[src/common/phy_pkg.sv]
package phy_pkg;

   // ====================================================================
   // Frame format
   // ====================================================================
   localparam int DATA_W       = 64;  // Line and user word width
   localparam int FRAME_LEN    = 8;   // FAW, six slots, tail
   localparam int SLOTS        = 6;   // Payload slots per frame
   localparam int ALIGN_FRAMES = 4;   // FAW hits needed for alignment
   localparam int FIFO_DEPTH   = 16;  // Both stream FIFOs

   localparam logic [DATA_W-1:0] FAW_PATTERN = 64'h5A3C_96F0_0FF0_C3A5;

   localparam int CRC_W   = 16;  // CRC field width
   localparam int CRC_LSB = 48;  // Tail bits 63..48
   localparam int RDY_BIT = 8;   // Tail bit with sender RX ready

   localparam logic [CRC_W-1:0] CRC_POLY = 16'h1021;
   localparam logic [CRC_W-1:0] CRC_INIT = 16'hFFFF;

   localparam int PHASE_W = $clog2(FRAME_LEN);       // Word position in frame
   localparam int FIFO_AW = $clog2(FIFO_DEPTH);      // FIFO pointer width
   localparam int HIT_W   = $clog2(ALIGN_FRAMES + 1); // FAW hit counter width

   // ====================================================================
   // Status and error codes
   // ====================================================================
   typedef enum logic [3:0] {
      CTRL_RESET       = 4'd0,
      CTRL_TRAIN       = 4'd1,
      CTRL_WAIT_REMOTE = 4'd2,
      CTRL_READY       = 4'd3,
      CTRL_FAULT       = 4'd4
   } ctrl_state_e;

   typedef enum logic [3:0] {
      EC_NONE        = 4'd0,
      EC_FAW_LOST    = 4'd1,
      EC_CRC         = 4'd2,
      EC_RX_OVERFLOW = 4'd3
   } ecode_e;

   // CRC-16 over one line word, MSB first
   function automatic logic [CRC_W-1:0] crc16_word(input logic [CRC_W-1:0] crc_in,
                                                   input logic [DATA_W-1:0] word);
      logic [CRC_W-1:0] crc;
      logic             fb;
      crc = crc_in;
      for (int i = DATA_W - 1; i >= 0; i--) begin
         fb  = crc[CRC_W-1] ^ word[i];  // Feedback bit
         crc = {crc[CRC_W-2:0], 1'b0};
         if (fb) crc = crc ^ CRC_POLY;
      end
      return crc;
   endfunction

endpackage

[src/common/rx_status_if.sv]
`timescale 1ns/1ps

interface rx_status_if;
   import phy_pkg::*;

   logic   rx_rdy;      // Decoder aligned
   logic   remote_rdy;  // Last good tail had RDY set
   logic   fault;       // One-cycle fault pulse
   ecode_e fault_code;  // Valid with fault

   modport decoder (output rx_rdy, output remote_rdy, output fault, output fault_code);
   modport ctrl (input rx_rdy, input remote_rdy);
   modport err (input fault, input fault_code);

endinterface

[src/rtl/sync_fifo.sv]
`timescale 1ns/1ps

module sync_fifo (
   input  logic                       clk_i,
   input  logic                       rst_i,
   input  logic                       wr_i,        // Write strobe
   input  logic [phy_pkg::DATA_W-1:0] wdata_i,
   input  logic                       rd_i,        // Read strobe, pops head
   output logic [phy_pkg::DATA_W-1:0] rdata_o,     // Head word, shows ahead
   output logic                       full_o,
   output logic                       empty_o,
   output logic                       overflow_o   // Dropped write pulse
);
   import phy_pkg::*;

   logic [DATA_W-1:0]  mem [FIFO_DEPTH];  // Storage
   logic [FIFO_AW-1:0] wr_ptr;            // Next write slot
   logic [FIFO_AW-1:0] rd_ptr;            // Head slot
   logic [FIFO_AW:0]   count;             // Words held
   logic               do_wr;
   logic               do_rd;

   assign full_o  = (count == (FIFO_AW + 1)'(FIFO_DEPTH));
   assign empty_o = (count == '0);
   assign do_wr   = wr_i && !full_o;   // Write while full is lost
   assign do_rd   = rd_i && !empty_o;
   assign rdata_o = mem[rd_ptr];       // Next word after a pop

   always_ff @(posedge clk_i) begin
      if (do_wr) mem[wr_ptr] <= wdata_i;
   end

   always_ff @(posedge clk_i) begin
      if (rst_i) begin
         wr_ptr     <= '0;
         rd_ptr     <= '0;
         count      <= '0;
         overflow_o <= 1'b0;
      end else begin
         if (do_wr) wr_ptr <= wr_ptr + 1'b1;  // Depth is a power of two
         if (do_rd) rd_ptr <= rd_ptr + 1'b1;
         count      <= count + (FIFO_AW + 1)'(do_wr) - (FIFO_AW + 1)'(do_rd);
         overflow_o <= wr_i && full_o;
      end
   end

   a_full_empty: assert property (@(posedge clk_i) disable iff (rst_i)
      !(full_o && empty_o));

endmodule

[src/tx_encoder/phy_tx_encoder.sv]
`timescale 1ns/1ps

module phy_tx_encoder (
   input  logic                       clk_i,
   input  logic                       rst_i,
   input  logic                       link_enable_i,  // Send frames
   input  logic                       data_enable_i,  // Slots may carry data
   input  logic                       local_rdy_i,    // Our RX aligned
   input  logic [phy_pkg::DATA_W-1:0] fifo_rdata_i,
   input  logic                       fifo_empty_i,
   output logic                       fifo_rd_o,
   output logic [phy_pkg::DATA_W-1:0] line_tx_o
);
   import phy_pkg::*;

   logic [PHASE_W-1:0]   cnt_q;      // Word position in frame
   logic [CRC_W-1:0]     crc_q;      // Running CRC over slots
   logic [FRAME_LEN-1:0] mask_q;     // Bit per frame position
   logic                 is_slot;
   logic [DATA_W-1:0]    slot_word;  // Data or idle zeros
   logic [DATA_W-1:0]    tail_word;

   assign is_slot   = link_enable_i && (cnt_q != '0) && (cnt_q <= PHASE_W'(SLOTS));
   assign fifo_rd_o = is_slot && data_enable_i && !fifo_empty_i;
   assign slot_word = fifo_rd_o ? fifo_rdata_i : '0;

   always_comb begin
      tail_word                    = '0;
      tail_word[CRC_LSB +: CRC_W]  = crc_q;             // CRC in top bits
      tail_word[RDY_BIT]           = local_rdy_i;
      tail_word[SLOTS-1:0]         = mask_q[SLOTS:1];   // Slot k+1 in bit k
   end

   // Line word register, frame starts when link enable rises
   always_ff @(posedge clk_i) begin
      if (rst_i || !link_enable_i) begin
         cnt_q     <= '0;
         line_tx_o <= '0;
      end else begin
         cnt_q <= cnt_q + 1'b1;  // Wraps at FRAME_LEN
         if (cnt_q == '0) line_tx_o <= FAW_PATTERN;
         else if (is_slot) line_tx_o <= slot_word;
         else line_tx_o <= tail_word;
      end
   end

   // CRC and mask restart at every FAW
   always_ff @(posedge clk_i) begin
      if (cnt_q == '0) begin
         crc_q  <= CRC_INIT;
         mask_q <= '0;
      end else if (is_slot) begin
         crc_q         <= crc16_word(crc_q, slot_word);  // Idle slots included
         mask_q[cnt_q] <= fifo_rd_o;
      end
   end

   a_rd_data_en: assert property (@(posedge clk_i) disable iff (rst_i)
      fifo_rd_o |-> data_enable_i);

endmodule

[src/rx_decoder/phy_rx_decoder.sv]
`timescale 1ns/1ps

module phy_rx_decoder (
   input  logic                       clk_i,
   input  logic                       rst_i,
   input  logic [phy_pkg::DATA_W-1:0] line_rx_i,
   output logic                       fifo_wr_o,     // No back-pressure
   output logic [phy_pkg::DATA_W-1:0] fifo_wdata_o,
   rx_status_if.decoder               status
);
   import phy_pkg::*;

   logic [PHASE_W-1:0]   phase_q;        // Position of incoming word
   logic [HIT_W-1:0]     hits_q;         // Consecutive FAW hits
   logic                 tracking_q;     // Candidate frame phase held
   logic                 aligned_q;
   logic                 verdict_q;      // Previous frame passed CRC
   logic [FRAME_LEN-1:0] mask_q;         // Valid slots of previous frame
   logic [CRC_W-1:0]     crc_q;
   logic [DATA_W-1:0]    dly_q [FRAME_LEN];  // One frame of line words
   logic                 is_faw;
   logic                 frame_start;
   logic                 in_slot;
   logic                 at_tail;

   assign is_faw         = (line_rx_i == FAW_PATTERN);
   assign frame_start    = tracking_q && (phase_q == '0);
   assign in_slot        = aligned_q && (phase_q != '0) && (phase_q <= PHASE_W'(SLOTS));
   assign at_tail        = aligned_q && (phase_q == PHASE_W'(FRAME_LEN - 1));
   assign status.rx_rdy  = aligned_q;

   // ====================================================================
   // Frame alignment
   // ====================================================================
   always_ff @(posedge clk_i) begin
      if (rst_i) begin
         phase_q    <= '0;
         hits_q     <= '0;
         tracking_q <= 1'b0;
         aligned_q  <= 1'b0;
      end else begin
         phase_q <= phase_q + 1'b1;  // Free running
         if (!tracking_q && is_faw) begin
            tracking_q <= 1'b1;         // Lock phase on first hit
            hits_q     <= HIT_W'(1);
            phase_q    <= PHASE_W'(1);
         end else if (frame_start) begin
            if (is_faw) begin
               if (!aligned_q) hits_q <= hits_q + 1'b1;
               if (hits_q == HIT_W'(ALIGN_FRAMES - 1)) aligned_q <= 1'b1;
            end else begin
               tracking_q <= 1'b0;      // Back to hunting
               aligned_q  <= 1'b0;
               hits_q     <= '0;
            end
         end
      end
   end

   // ====================================================================
   // Frame check
   // ====================================================================
   always_ff @(posedge clk_i) begin
      if (phase_q == '0) crc_q <= CRC_INIT;
      else if (in_slot) crc_q <= crc16_word(crc_q, line_rx_i);
   end

   always_ff @(posedge clk_i) begin
      if (rst_i) begin
         verdict_q         <= 1'b0;
         mask_q            <= '0;
         status.remote_rdy <= 1'b0;
         status.fault      <= 1'b0;
         status.fault_code <= EC_NONE;
      end else begin
         status.fault <= 1'b0;  // Pulse by default
         if (aligned_q && frame_start && !is_faw) begin
            status.fault      <= 1'b1;
            status.fault_code <= EC_FAW_LOST;
            verdict_q         <= 1'b0;
            status.remote_rdy <= 1'b0;
         end else if (at_tail) begin
            if (crc_q != line_rx_i[CRC_LSB +: CRC_W]) begin
               status.fault      <= 1'b1;
               status.fault_code <= EC_CRC;
               verdict_q         <= 1'b0;  // Discard this frame
            end else begin
               verdict_q         <= 1'b1;
               mask_q            <= {1'b0, line_rx_i[SLOTS-1:0], 1'b0};
               status.remote_rdy <= line_rx_i[RDY_BIT];
            end
         end
      end
   end

   // Slot words leave one frame later at the same phase, gated by verdict
   always_ff @(posedge clk_i) begin
      dly_q[0] <= line_rx_i;
      for (int i = 1; i < FRAME_LEN; i++) dly_q[i] <= dly_q[i-1];
   end

   assign fifo_wdata_o = dly_q[FRAME_LEN-1];
   assign fifo_wr_o    = verdict_q && mask_q[phase_q];

   a_wr_aligned: assert property (@(posedge clk_i) disable iff (rst_i)
      fifo_wr_o |-> status.rx_rdy);

endmodule

[src/rtl/phy_link_controller.sv]
`timescale 1ns/1ps

module phy_link_controller (
   input  logic                 clk_i,
   input  logic                 rst_i,
   input  logic                 fault_fatal_i,  // From error handler
   rx_status_if.ctrl            status,
   output logic                 link_enable_o,  // Encoder sends frames
   output logic                 data_enable_o,  // Slots may carry data
   output logic                 link_ready_o,
   output phy_pkg::ctrl_state_e status_o
);
   import phy_pkg::*;

   ctrl_state_e state_q;
   ctrl_state_e state_d;

   // Link bring-up FSM
   always_comb begin
      state_d = state_q;
      case (state_q)
         CTRL_RESET:       state_d = CTRL_TRAIN;
         CTRL_TRAIN:       if (status.rx_rdy) state_d = CTRL_WAIT_REMOTE;
         CTRL_WAIT_REMOTE: if (status.remote_rdy) state_d = CTRL_READY;
         default:          state_d = state_q;  // READY and FAULT hold
      endcase
      if (fault_fatal_i) state_d = CTRL_FAULT;  // Only reset leaves FAULT
   end

   always_ff @(posedge clk_i) begin
      if (rst_i) state_q <= CTRL_RESET;
      else state_q <= state_d;
   end

   assign link_enable_o = (state_q != CTRL_RESET) && (state_q != CTRL_FAULT);
   assign data_enable_o = (state_q == CTRL_READY);
   assign link_ready_o  = (state_q == CTRL_READY);
   assign status_o      = state_q;  // State doubles as status code

   a_data_needs_link: assert property (@(posedge clk_i) disable iff (rst_i)
      data_enable_o |-> link_enable_o);

endmodule

[src/rtl/phy_error_handler.sv]
`timescale 1ns/1ps

module phy_error_handler (
   input  logic            clk_i,
   input  logic            rst_i,
   input  logic            rx_overflow_i,  // RX FIFO dropped a word
   rx_status_if.err        status,
   output logic            fault_fatal_o,
   output phy_pkg::ecode_e ecode_o
);
   import phy_pkg::*;

   // First fault wins, held until reset
   always_ff @(posedge clk_i) begin
      if (rst_i) begin
         fault_fatal_o <= 1'b0;
         ecode_o       <= EC_NONE;
      end else if (!fault_fatal_o) begin
         if (status.fault) begin  // Decoder first on a tie
            fault_fatal_o <= 1'b1;
            ecode_o       <= status.fault_code;
         end else if (rx_overflow_i) begin
            fault_fatal_o <= 1'b1;
            ecode_o       <= EC_RX_OVERFLOW;
         end
      end
   end

endmodule

[src/rtl/phy_link_top.sv]
`timescale 1ns/1ps

module phy_link_top (
   input  logic                       clk_i,
   input  logic                       rst_i,
   // ====================================================================
   // User streams
   // ====================================================================
   input  logic [phy_pkg::DATA_W-1:0] tx_tdata_i,
   input  logic                       tx_tvalid_i,
   output logic                       tx_tready_o,
   output logic [phy_pkg::DATA_W-1:0] rx_tdata_o,
   output logic                       rx_tvalid_o,
   input  logic                       rx_tready_i,
   // ====================================================================
   // Status and line
   // ====================================================================
   output logic [3:0]                 status_o,       // Link state code
   output logic [3:0]                 ecode_o,        // First error code
   output logic                       link_ready_o,
   output logic                       fault_fatal_o,
   output logic [phy_pkg::DATA_W-1:0] line_tx_o,
   input  logic [phy_pkg::DATA_W-1:0] line_rx_i
);

   logic                       link_enable;
   logic                       data_enable;
   logic                       tx_fifo_wr;
   logic                       tx_fifo_rd;
   logic                       tx_fifo_full;
   logic                       tx_fifo_empty;
   logic [phy_pkg::DATA_W-1:0] tx_fifo_rdata;
   logic                       rx_fifo_wr;
   logic                       rx_fifo_rd;
   logic                       rx_fifo_empty;
   logic                       rx_fifo_overflow;
   logic [phy_pkg::DATA_W-1:0] rx_fifo_wdata;

   rx_status_if rx_status ();  // Decoder to controller and error handler

   // Stream gating
   assign tx_tready_o = !tx_fifo_full && data_enable;
   assign tx_fifo_wr  = tx_tvalid_i && tx_tready_o;
   assign rx_tvalid_o = !rx_fifo_empty && link_ready_o;
   assign rx_fifo_rd  = rx_tvalid_o && rx_tready_i;

   sync_fifo i_tx_fifo (
      .clk_i(clk_i), .rst_i(rst_i),
      .wr_i(tx_fifo_wr), .wdata_i(tx_tdata_i),
      .rd_i(tx_fifo_rd), .rdata_o(tx_fifo_rdata),
      .full_o(tx_fifo_full), .empty_o(tx_fifo_empty),
      .overflow_o()                                    // Ready gating prevents it
   );

   phy_tx_encoder i_phy_tx_encoder (
      .clk_i(clk_i), .rst_i(rst_i),
      .link_enable_i(link_enable), .data_enable_i(data_enable),
      .local_rdy_i(rx_status.rx_rdy),                  // Sent in every tail
      .fifo_rdata_i(tx_fifo_rdata), .fifo_empty_i(tx_fifo_empty),
      .fifo_rd_o(tx_fifo_rd), .line_tx_o(line_tx_o)
   );

   phy_rx_decoder i_phy_rx_decoder (
      .clk_i(clk_i), .rst_i(rst_i), .line_rx_i(line_rx_i),
      .fifo_wr_o(rx_fifo_wr), .fifo_wdata_o(rx_fifo_wdata),
      .status(rx_status.decoder)
   );

   sync_fifo i_rx_fifo (
      .clk_i(clk_i), .rst_i(rst_i),
      .wr_i(rx_fifo_wr), .wdata_i(rx_fifo_wdata),
      .rd_i(rx_fifo_rd), .rdata_o(rx_tdata_o),
      .full_o(), .empty_o(rx_fifo_empty),
      .overflow_o(rx_fifo_overflow)                    // Fatal, logged below
   );

   phy_link_controller i_phy_link_controller (
      .clk_i(clk_i), .rst_i(rst_i), .fault_fatal_i(fault_fatal_o),
      .status(rx_status.ctrl),
      .link_enable_o(link_enable), .data_enable_o(data_enable),
      .link_ready_o(link_ready_o), .status_o(status_o)
   );

   phy_error_handler i_phy_error_handler (
      .clk_i(clk_i), .rst_i(rst_i), .rx_overflow_i(rx_fifo_overflow),
      .status(rx_status.err),
      .fault_fatal_o(fault_fatal_o), .ecode_o(ecode_o)
   );

endmodule

[config.mk]
export PLATFORM = sky130hd
export DESIGN_NAME = phy_link_top
export DESIGN_NICKNAME = d
export VERILOG_FILES = /design/src/common/phy_pkg.sv /design/src/common/rx_status_if.sv /design/src/rtl/sync_fifo.sv /design/src/tx_encoder/phy_tx_encoder.sv /design/src/rx_decoder/phy_rx_decoder.sv /design/src/rtl/phy_link_controller.sv /design/src/rtl/phy_error_handler.sv /design/src/rtl/phy_link_top.sv
export SDC_FILE = /design/constraint.sdc
export NUM_CORES = 2
export LEC_CHECK = 0
export BUFFER_PORTS_ARGS = -buffer_cell sky130_fd_sc_hd__buf_4
export CAP_MARGIN = 10
export CORE_AREA = 2 2 507 509
export DETAILED_ROUTE_END_ITERATION = 8
export DIE_AREA = 0 0 509 511
export PLACE_DENSITY_LB_ADDON = 0.2
export SLEW_MARGIN = 20
export SYNTH_ARGS = -nofsm -noshare
export SYNTH_HDL_FRONTEND = slang
export SYNTH_SLANG_ARGS = --single-unit
[constraint.sdc]
create_clock -name clk_i -period 15.5 [get_ports clk_i]
set_clock_uncertainty 0.2 [all_clocks]
set_input_delay 1.55 -clock clk_i [delete_from_list [all_inputs] [get_ports clk_i]]
set_output_delay 1.55 -clock clk_i [all_outputs]
set_load 0.01 [all_outputs]
Yosys cells after proc, flatten, opt, wreduce, memory -nomap -nowiden:

Memories as Yosys holds them, arrays and structs flattened. A register that Yosys moved wholly into a read port is not among the register bits.
Index checks and enable logic that the tools add are counted.

* $lt $le $gt $ge: 5
* shift-type cells: 0
* equality and inequality tests: 18
* div/mod/pow operators: 0
* reductions and logical operators: 61
* add/sub/neg operators: 11
* $mul: 0
* mux-type cells: 422
* bitwise gates (word level): 261

Operators with widths (number)
* $mux 16: 252
* $mux 13: 128
* $not 3->3: 128
* $mux 64: 2
* $xor 1x1->1: 128
* $eq 64x63->1 const B: 1
* $mux 63: 1
* $mux 4: 8
* $mux 1: 24
* $logic_and 1x1->1: 23
* $add 4x1->4 const B: 4
* $ne 16x16->1: 1
* $reduce_and 2->1: 7
* $pmux 4 s3: 1
* $reduce_and 3->1: 4
* $add 5x1->5: 2
* $eq 5x5->1 const B: 2
* $logic_not 5->1: 2
* $ne 2x2->1 const B: 5
* $sub 5x1->5: 2
* $add 3x1->3 const B: 3
* $mux 3: 3
* $reduce_bool 3->1: 3
* $bwmux 8: 1
* other kinds (21): 43

* logic and storage cells: 811
* RAM bits: 2560
* memory bits (read-only): 0
* bits in registers: 162
* bits in latches: 0
* input port bits: 132
* output and inout port bits: 140
* memories: 3

Memory list
* i_rx_fifo.mem: words 16, bits a word 64, rd ports 1, clocked after Yosys merged registers in 1, wr ports 1, RTL line sync_fifo.sv:16 `logic [DATA_W-1:0] mem [FIFO_DEPTH];`
* i_tx_fifo.mem: words 16, bits a word 64, rd ports 1, clocked after Yosys merged registers in 1, wr ports 1, RTL line sync_fifo.sv:16
* i_phy_rx_decoder.dly_q: words 8, bits a word 64, rd ports 8, clocked after Yosys merged registers in 0, wr ports 8, RTL line phy_rx_decoder.sv:20 `logic [DATA_W-1:0] dly_q [FRAME_LEN];`

Logic depth before layout (Yosys ltp):

* depth after elaboration: 261
* gate-level depth with buffers: 24

Modules after synthesis:

From an unflattened synthesis, not the netlist that was laid out.

* cells, all modules: 4956
* area, all modules: 99950.9 sq um

By module, submodules not included
* sync_fifo (i_tx_fifo): sequential area each 31109.8 sq um, area an instance 39128.8 sq um, instances 1, cells each 1673
* sync_fifo (i_rx_fifo): sequential area each 31109.8 sq um, area an instance 39123.8 sq um, instances 1, cells each 1673
* phy_rx_decoder: sequential area each 10950.5 sq um, area an instance 15075.7 sq um, instances 1, cells each 953
* phy_tx_encoder: sequential area each 1781.7 sq um, area an instance 6253.5 sq um, instances 1, cells each 617
* phy_error_handler: sequential area each 100.1 sq um, area an instance 188.9 sq um, instances 1, cells each 18
* phy_link_controller: sequential area each 60.1 sq um, area an instance 150.1 sq um, instances 1, cells each 18
* phy_link_top: sequential area each 0.0 sq um, area an instance 30.0 sq um, instances 1, cells each 4

Worst setup path before layout:

OpenSTA, ideal clock, no wires.

* kind: register -> register
* from: reg i_phy_rx_decoder.phase_q[1]
* to: mem i_rx_fifo.mem[3][0] (enable)
* data required time: 14.735 ns
* arrival: 5.868 ns
* cell stages (with the launch flop): 9
* path slack: 8.867 ns
* library setup time: 0.565 ns
* cell sequence: dfxtp_1 clkbuf_1 mux2i_1 o221ai_1 o211ai_1 nor2b_1 clkbuf_1 nand2_1 nor3_1

* cells in the longest elaborated chain, start to end: 6

RTL lines
* from (decl): RTL line phy_rx_decoder.sv:13 `logic [PHASE_W-1:0] phase_q;`
* from (signal assigned): RTL line phy_rx_decoder.sv:42 `phase_q <= phase_q + 1'b1;`
* $bmux 1 s3: RTL line phy_rx_decoder.sv:103 `assign fifo_wr_o = verdict_q && mask_q[phase_q];`
* $mux 1 (not written as such): RTL line phy_rx_decoder.sv:103
* $logic_and 1x1->1: RTL line phy_rx_decoder.sv:103
* $logic_and 1x1->1: RTL line sync_fifo.sv:25 `assign do_wr = wr_i && !full_o;`
* named net i_rx_fifo.do_wr: RTL line sync_fifo.sv:20 `logic do_wr;`
* $mux 1: RTL line sync_fifo.sv:30 `if (do_wr) mem[wr_ptr] <= wdata_i;`
* $mux 1 (not written as such): RTL line sync_fifo.sv:30
* to (decl): RTL line sync_fifo.sv:16

The timed path passes the listed nets, and every way through them passes these cells. The select of a mux whose other input is x is not followed.

==> flow_summary.json <==
{
  "drv_cap": 0,
  "crit_fanout": 46,
  "max-clock-path-buffers": 4,
  "cts.sinks": 2725,
  "start_util_pct": 38.75,
  "worstSetupPathType": "flip-flop to flip-flop",
  "ys_types": 75,
  "routabilityCongestion": 0.8422,
  "drt-initial-drc-count": 3999,
  "hold_ws_ns": 0.04094,
  "clk_latency_ns": 0.97,
  "p_leak_nw": 37.35,
  "synthFlopType": "edfxtp_1",
  "ff2ff_setup_slack_ns": 7.98,
  "slew_violations": 0,
  "min_period_ns": 7.520,
  "setup-violations-final": 0,
  "viasPerCell": 5.224,
  "vias": 45820,
  "worstHoldPathCells": 0,
  "required_ns": 16.05,
  "dieArea_um2": 260100,
  "cts_tree": "done",
  "status": "complete, no violations",
  "rsz0062_at_grt": "no",
  "grt_usage_pct": 18.76,
  "drt_wl_total_um": 245600,
  "die_w_um": 509,
  "overflow": 0,
  "tns_ns": 0,
  "synthesis.area_um2": 98930,
  "core_area_um2": 255300,
  "hold_buffers": 0,
  "area_growth_pct": 15.90,
  "timing.fmax_mhz": 133.0,
  "die_y_um": 511,
  "wl_per_cell_um": 28.00,
  "r2r_end": "i_phy_tx_encoder.crc_q[14]$_SDFFE_PP1N_",
  "tightestPinTransition_ns": 1.118,
  "ioPinCount": 272,
  "antenna_found_initial": 26,
  "min_to": "i_phy_rx_decoder.dly_q[0][198]$_DFF_P_",
  "grt_pass1_wl_um": 350600,
  "synth_edf_count": 2048,
  "first_global_vias": 47330,
  "yosysWarningCount": 0,
  "final_nets": 5311,
  "syn_inst": 4687,
  "hold_viol": 0,
  "drc": 0,
  "syn_area_per_cell_um2": 21.11,
  "place_ws_ns": 7.875,
  "hpwlAfterDp_um": 139300,
  "fin_util_pct": 44.92,
  "fillers": 21570,
  "grt_max_degree": 63,
  "antenna_left": 0,
  "ir_drop_uv": 1124,
  "async_flop_share_pct": 0,
  "worst-r2r-cell-count": 17,
  "worstHoldPathType": "flip-flop to flip-flop",
  "rows": 186,
  "cts_made_buffers": 304,
  "port-buffer-count": 268,
  "start_kind": "flip-flop",
  "endpoint_kind": "flip-flop",
  "max_slew_margin_pct": 25.47,
  "yosysSeqAreaShare_pct": 75.86,
  "hold_start": "i_phy_rx_decoder.dly_q[0][134]$_DFF_P_",
  "htreeDepth": 5,
  "ys_ff_latch": 2725,
  "drive_above_1_share_pct": 27.59,
  "postCtsSetupBuffers": 0,
  "worst_slack_ns": 7.980,
  "worst-endpoint-arrival_ns": 8.07,
  "dr.pass1.iters": 7,
  "finalCritPeriodShare_pct": 48.52,
  "post_cts_resized": 0,
  "root_buffer": "clkbuf_16",
  "p_per_area_nw_per_um2": 224.6,
  "clk_pin_slew_ns": 0.07
}
[power breakdown]
part,internal (mW),total [mW],switching [mW],leakage [nW]
Combinational,5.54,10.7,5.14,8.43
Clock,4.24,7.08,2.83,4.85
Sequential,7.94,8.00,0.0689,24.1
Total,17.7,25.8,8.04,37.4
[metal layers]
metal | routed length [um] | GRT usage [%] | vias up
met5 | 141 | 0 | -
met4 | 5245 | 4.558 | 22
met3 | 13750 | 3.434 | 368
met2 | 122200 | 31.23 | 1329
met1 | 104300 | 25.48 | 24570
li1 | - | - | 19540
[critical path, stage by stage (launching register included)]
cell and delay (ns):
dfxtp_4 0.87, buf_4 0.64, buf_4 0.63, mux4_2 0.58
mux2i_1 0.15, mux2i_1 0.19, nand2_2 0.18, xor2_1 0.23
xor3_2 0.56, xnor2_2 0.28, xor2_1 0.24, xnor3_2 0.54
xor3_1 0.55, xnor3_2 0.51, xnor2_2 0.32, xor2_1 0.32
nor3_1 0.08, nand3b_1 0.17
[sequential cells by signal (all words and copies together) (netlist names), 4 cells and up, named ones only]
name and count:
i_phy_rx_decoder.crc_q 16, i_phy_rx_decoder.dly_q 512, i_phy_rx_decoder.mask_q 6, i_phy_tx_encoder.crc_q 16
i_phy_tx_encoder.line_tx_o 64, i_phy_tx_encoder.mask_q 6, i_rx_fifo.count 5, i_rx_fifo.mem 1024
i_rx_fifo.rd_ptr 4, i_rx_fifo.wr_ptr 4, i_tx_fifo.count 5, i_tx_fifo.mem 1024
i_tx_fifo.rd_ptr 4, i_tx_fifo.wr_ptr 4
[cell usage after synthesis, types with 17 or more instances]
cell	n	area share, %
edfxtp_1	2048	62
dfxtp_1	677	14
mux4_2	595	14
xnor2_1	266	2.4
nand2_1	141	0.53
nor2_1	124	0.47
xor2_1	92	0.81
clkbuf_1	82	0.31
a21oi_1	78	0.39
mux2i_1	50	0.51
xnor3_1	43	0.98
buf_1	37	0.14
inv_1	33	0.13
buf_6	30	0.34
ha_1	30	0.38
nand3_1	29	0.15
nor3_1	26	0.13
o21ai_0	25	0.13
and2_1	24	0.15
a22oi_1	21	0.16
buf_2	20	0.10
buf_4	18	0.14
xnor2_2	17	0.28
[through the flow]
| step | total power, mW | cells | instance area, um^2 |
|---|---|---|---|
| 2_1_floorplan | 17.13 | 4689 | 98940 |
| 3_3_place_gp | 18.94 | 8225 | 104800 |
| 3_5_place_dp | 18.82 | 8225 | 104800 |
| 4_1_cts | 25.98 | 8762 | 114600 |
| 5_1_grt | 26.93 | 8766 | 114700 |
| 6_report | 25.75 | 8771 | 114700 |
[cell families after synthesis]
group | share of synthesized area (%)
simple gates | 1.980
other cells | 0.003790
buf+inv | 1.360
flops | 75.86
compound gates | 1.123
mux | 14.36
xor+xnor | 4.896
fa+ha+maj | 0.4199
[worst max path at each step]
stage                                                       from                                 endpoint  slack, ns  cells after the start
after floorplan           i_phy_rx_decoder.phase_q[1]$_SDFF_PP0_            i_rx_fifo.mem[3][0]$_DFFE_PP_       8.87                      8
after global placement                                 flip-flop   i_phy_tx_encoder.crc_q[5]$_SDFFE_PP1N_       7.91                     17
after detailed placement                               flip-flop   i_phy_tx_encoder.crc_q[8]$_SDFFE_PP1N_       7.87                     17
after CTS                                              flip-flop   i_phy_tx_encoder.crc_q[5]$_SDFFE_PP1N_       7.84                     17
after global routing                                   flip-flop   i_phy_tx_encoder.crc_q[8]$_SDFFE_PP1N_       7.46                     17
final                                                  flip-flop  i_phy_tx_encoder.crc_q[14]$_SDFFE_PP1N_       7.98                     17
[cell type report]
class | instances | area (um^2) | area share (%)
Antenna cell | 9 | 22.52 | 0.01964
Multi-Input combinational cell | 1729 | 22710 | 19.80
Clock buffer | 403 | 8463 | 7.381
Inverter | 36 | 140.1 | 0.1222
Tap cell | 3384 | 4234 | 3.692
Timing Repair Buffer | 351 | 2635 | 2.298
Clock inverter | 134 | 1384 | 1.207
Sequential cell | 2725 | 75080 | 65.48
[cell usage in the layout, fill, tap and decap left out, drive strengths merged, types with 4 or more instances in the layout]
cell type / instances
a211oi: 6
a21o: 4
a21oi: 78
a22oi: 21
a31oi: 7
and2: 24
and3: 7
buf: 351
bufinv: 24
clkbuf: 403
clkinv: 89
clkinvlp: 7
dfxtp: 677
diode: 9
edfxtp: 2048
ha: 30
inv: 50
mux2i: 51
mux4: 606
nand2: 144
nand2b: 10
nand3: 29
nand3b: 4
nand4: 12
nor2: 125
nor2b: 11
nor3: 26
nor4: 5
nor4b: 6
o211ai: 16
o21ai: 29
or3: 4
xnor2: 283
xnor3: 51
xor2: 97
xor3: 8
No activity file was read; power rests on OpenSTA's default activity.
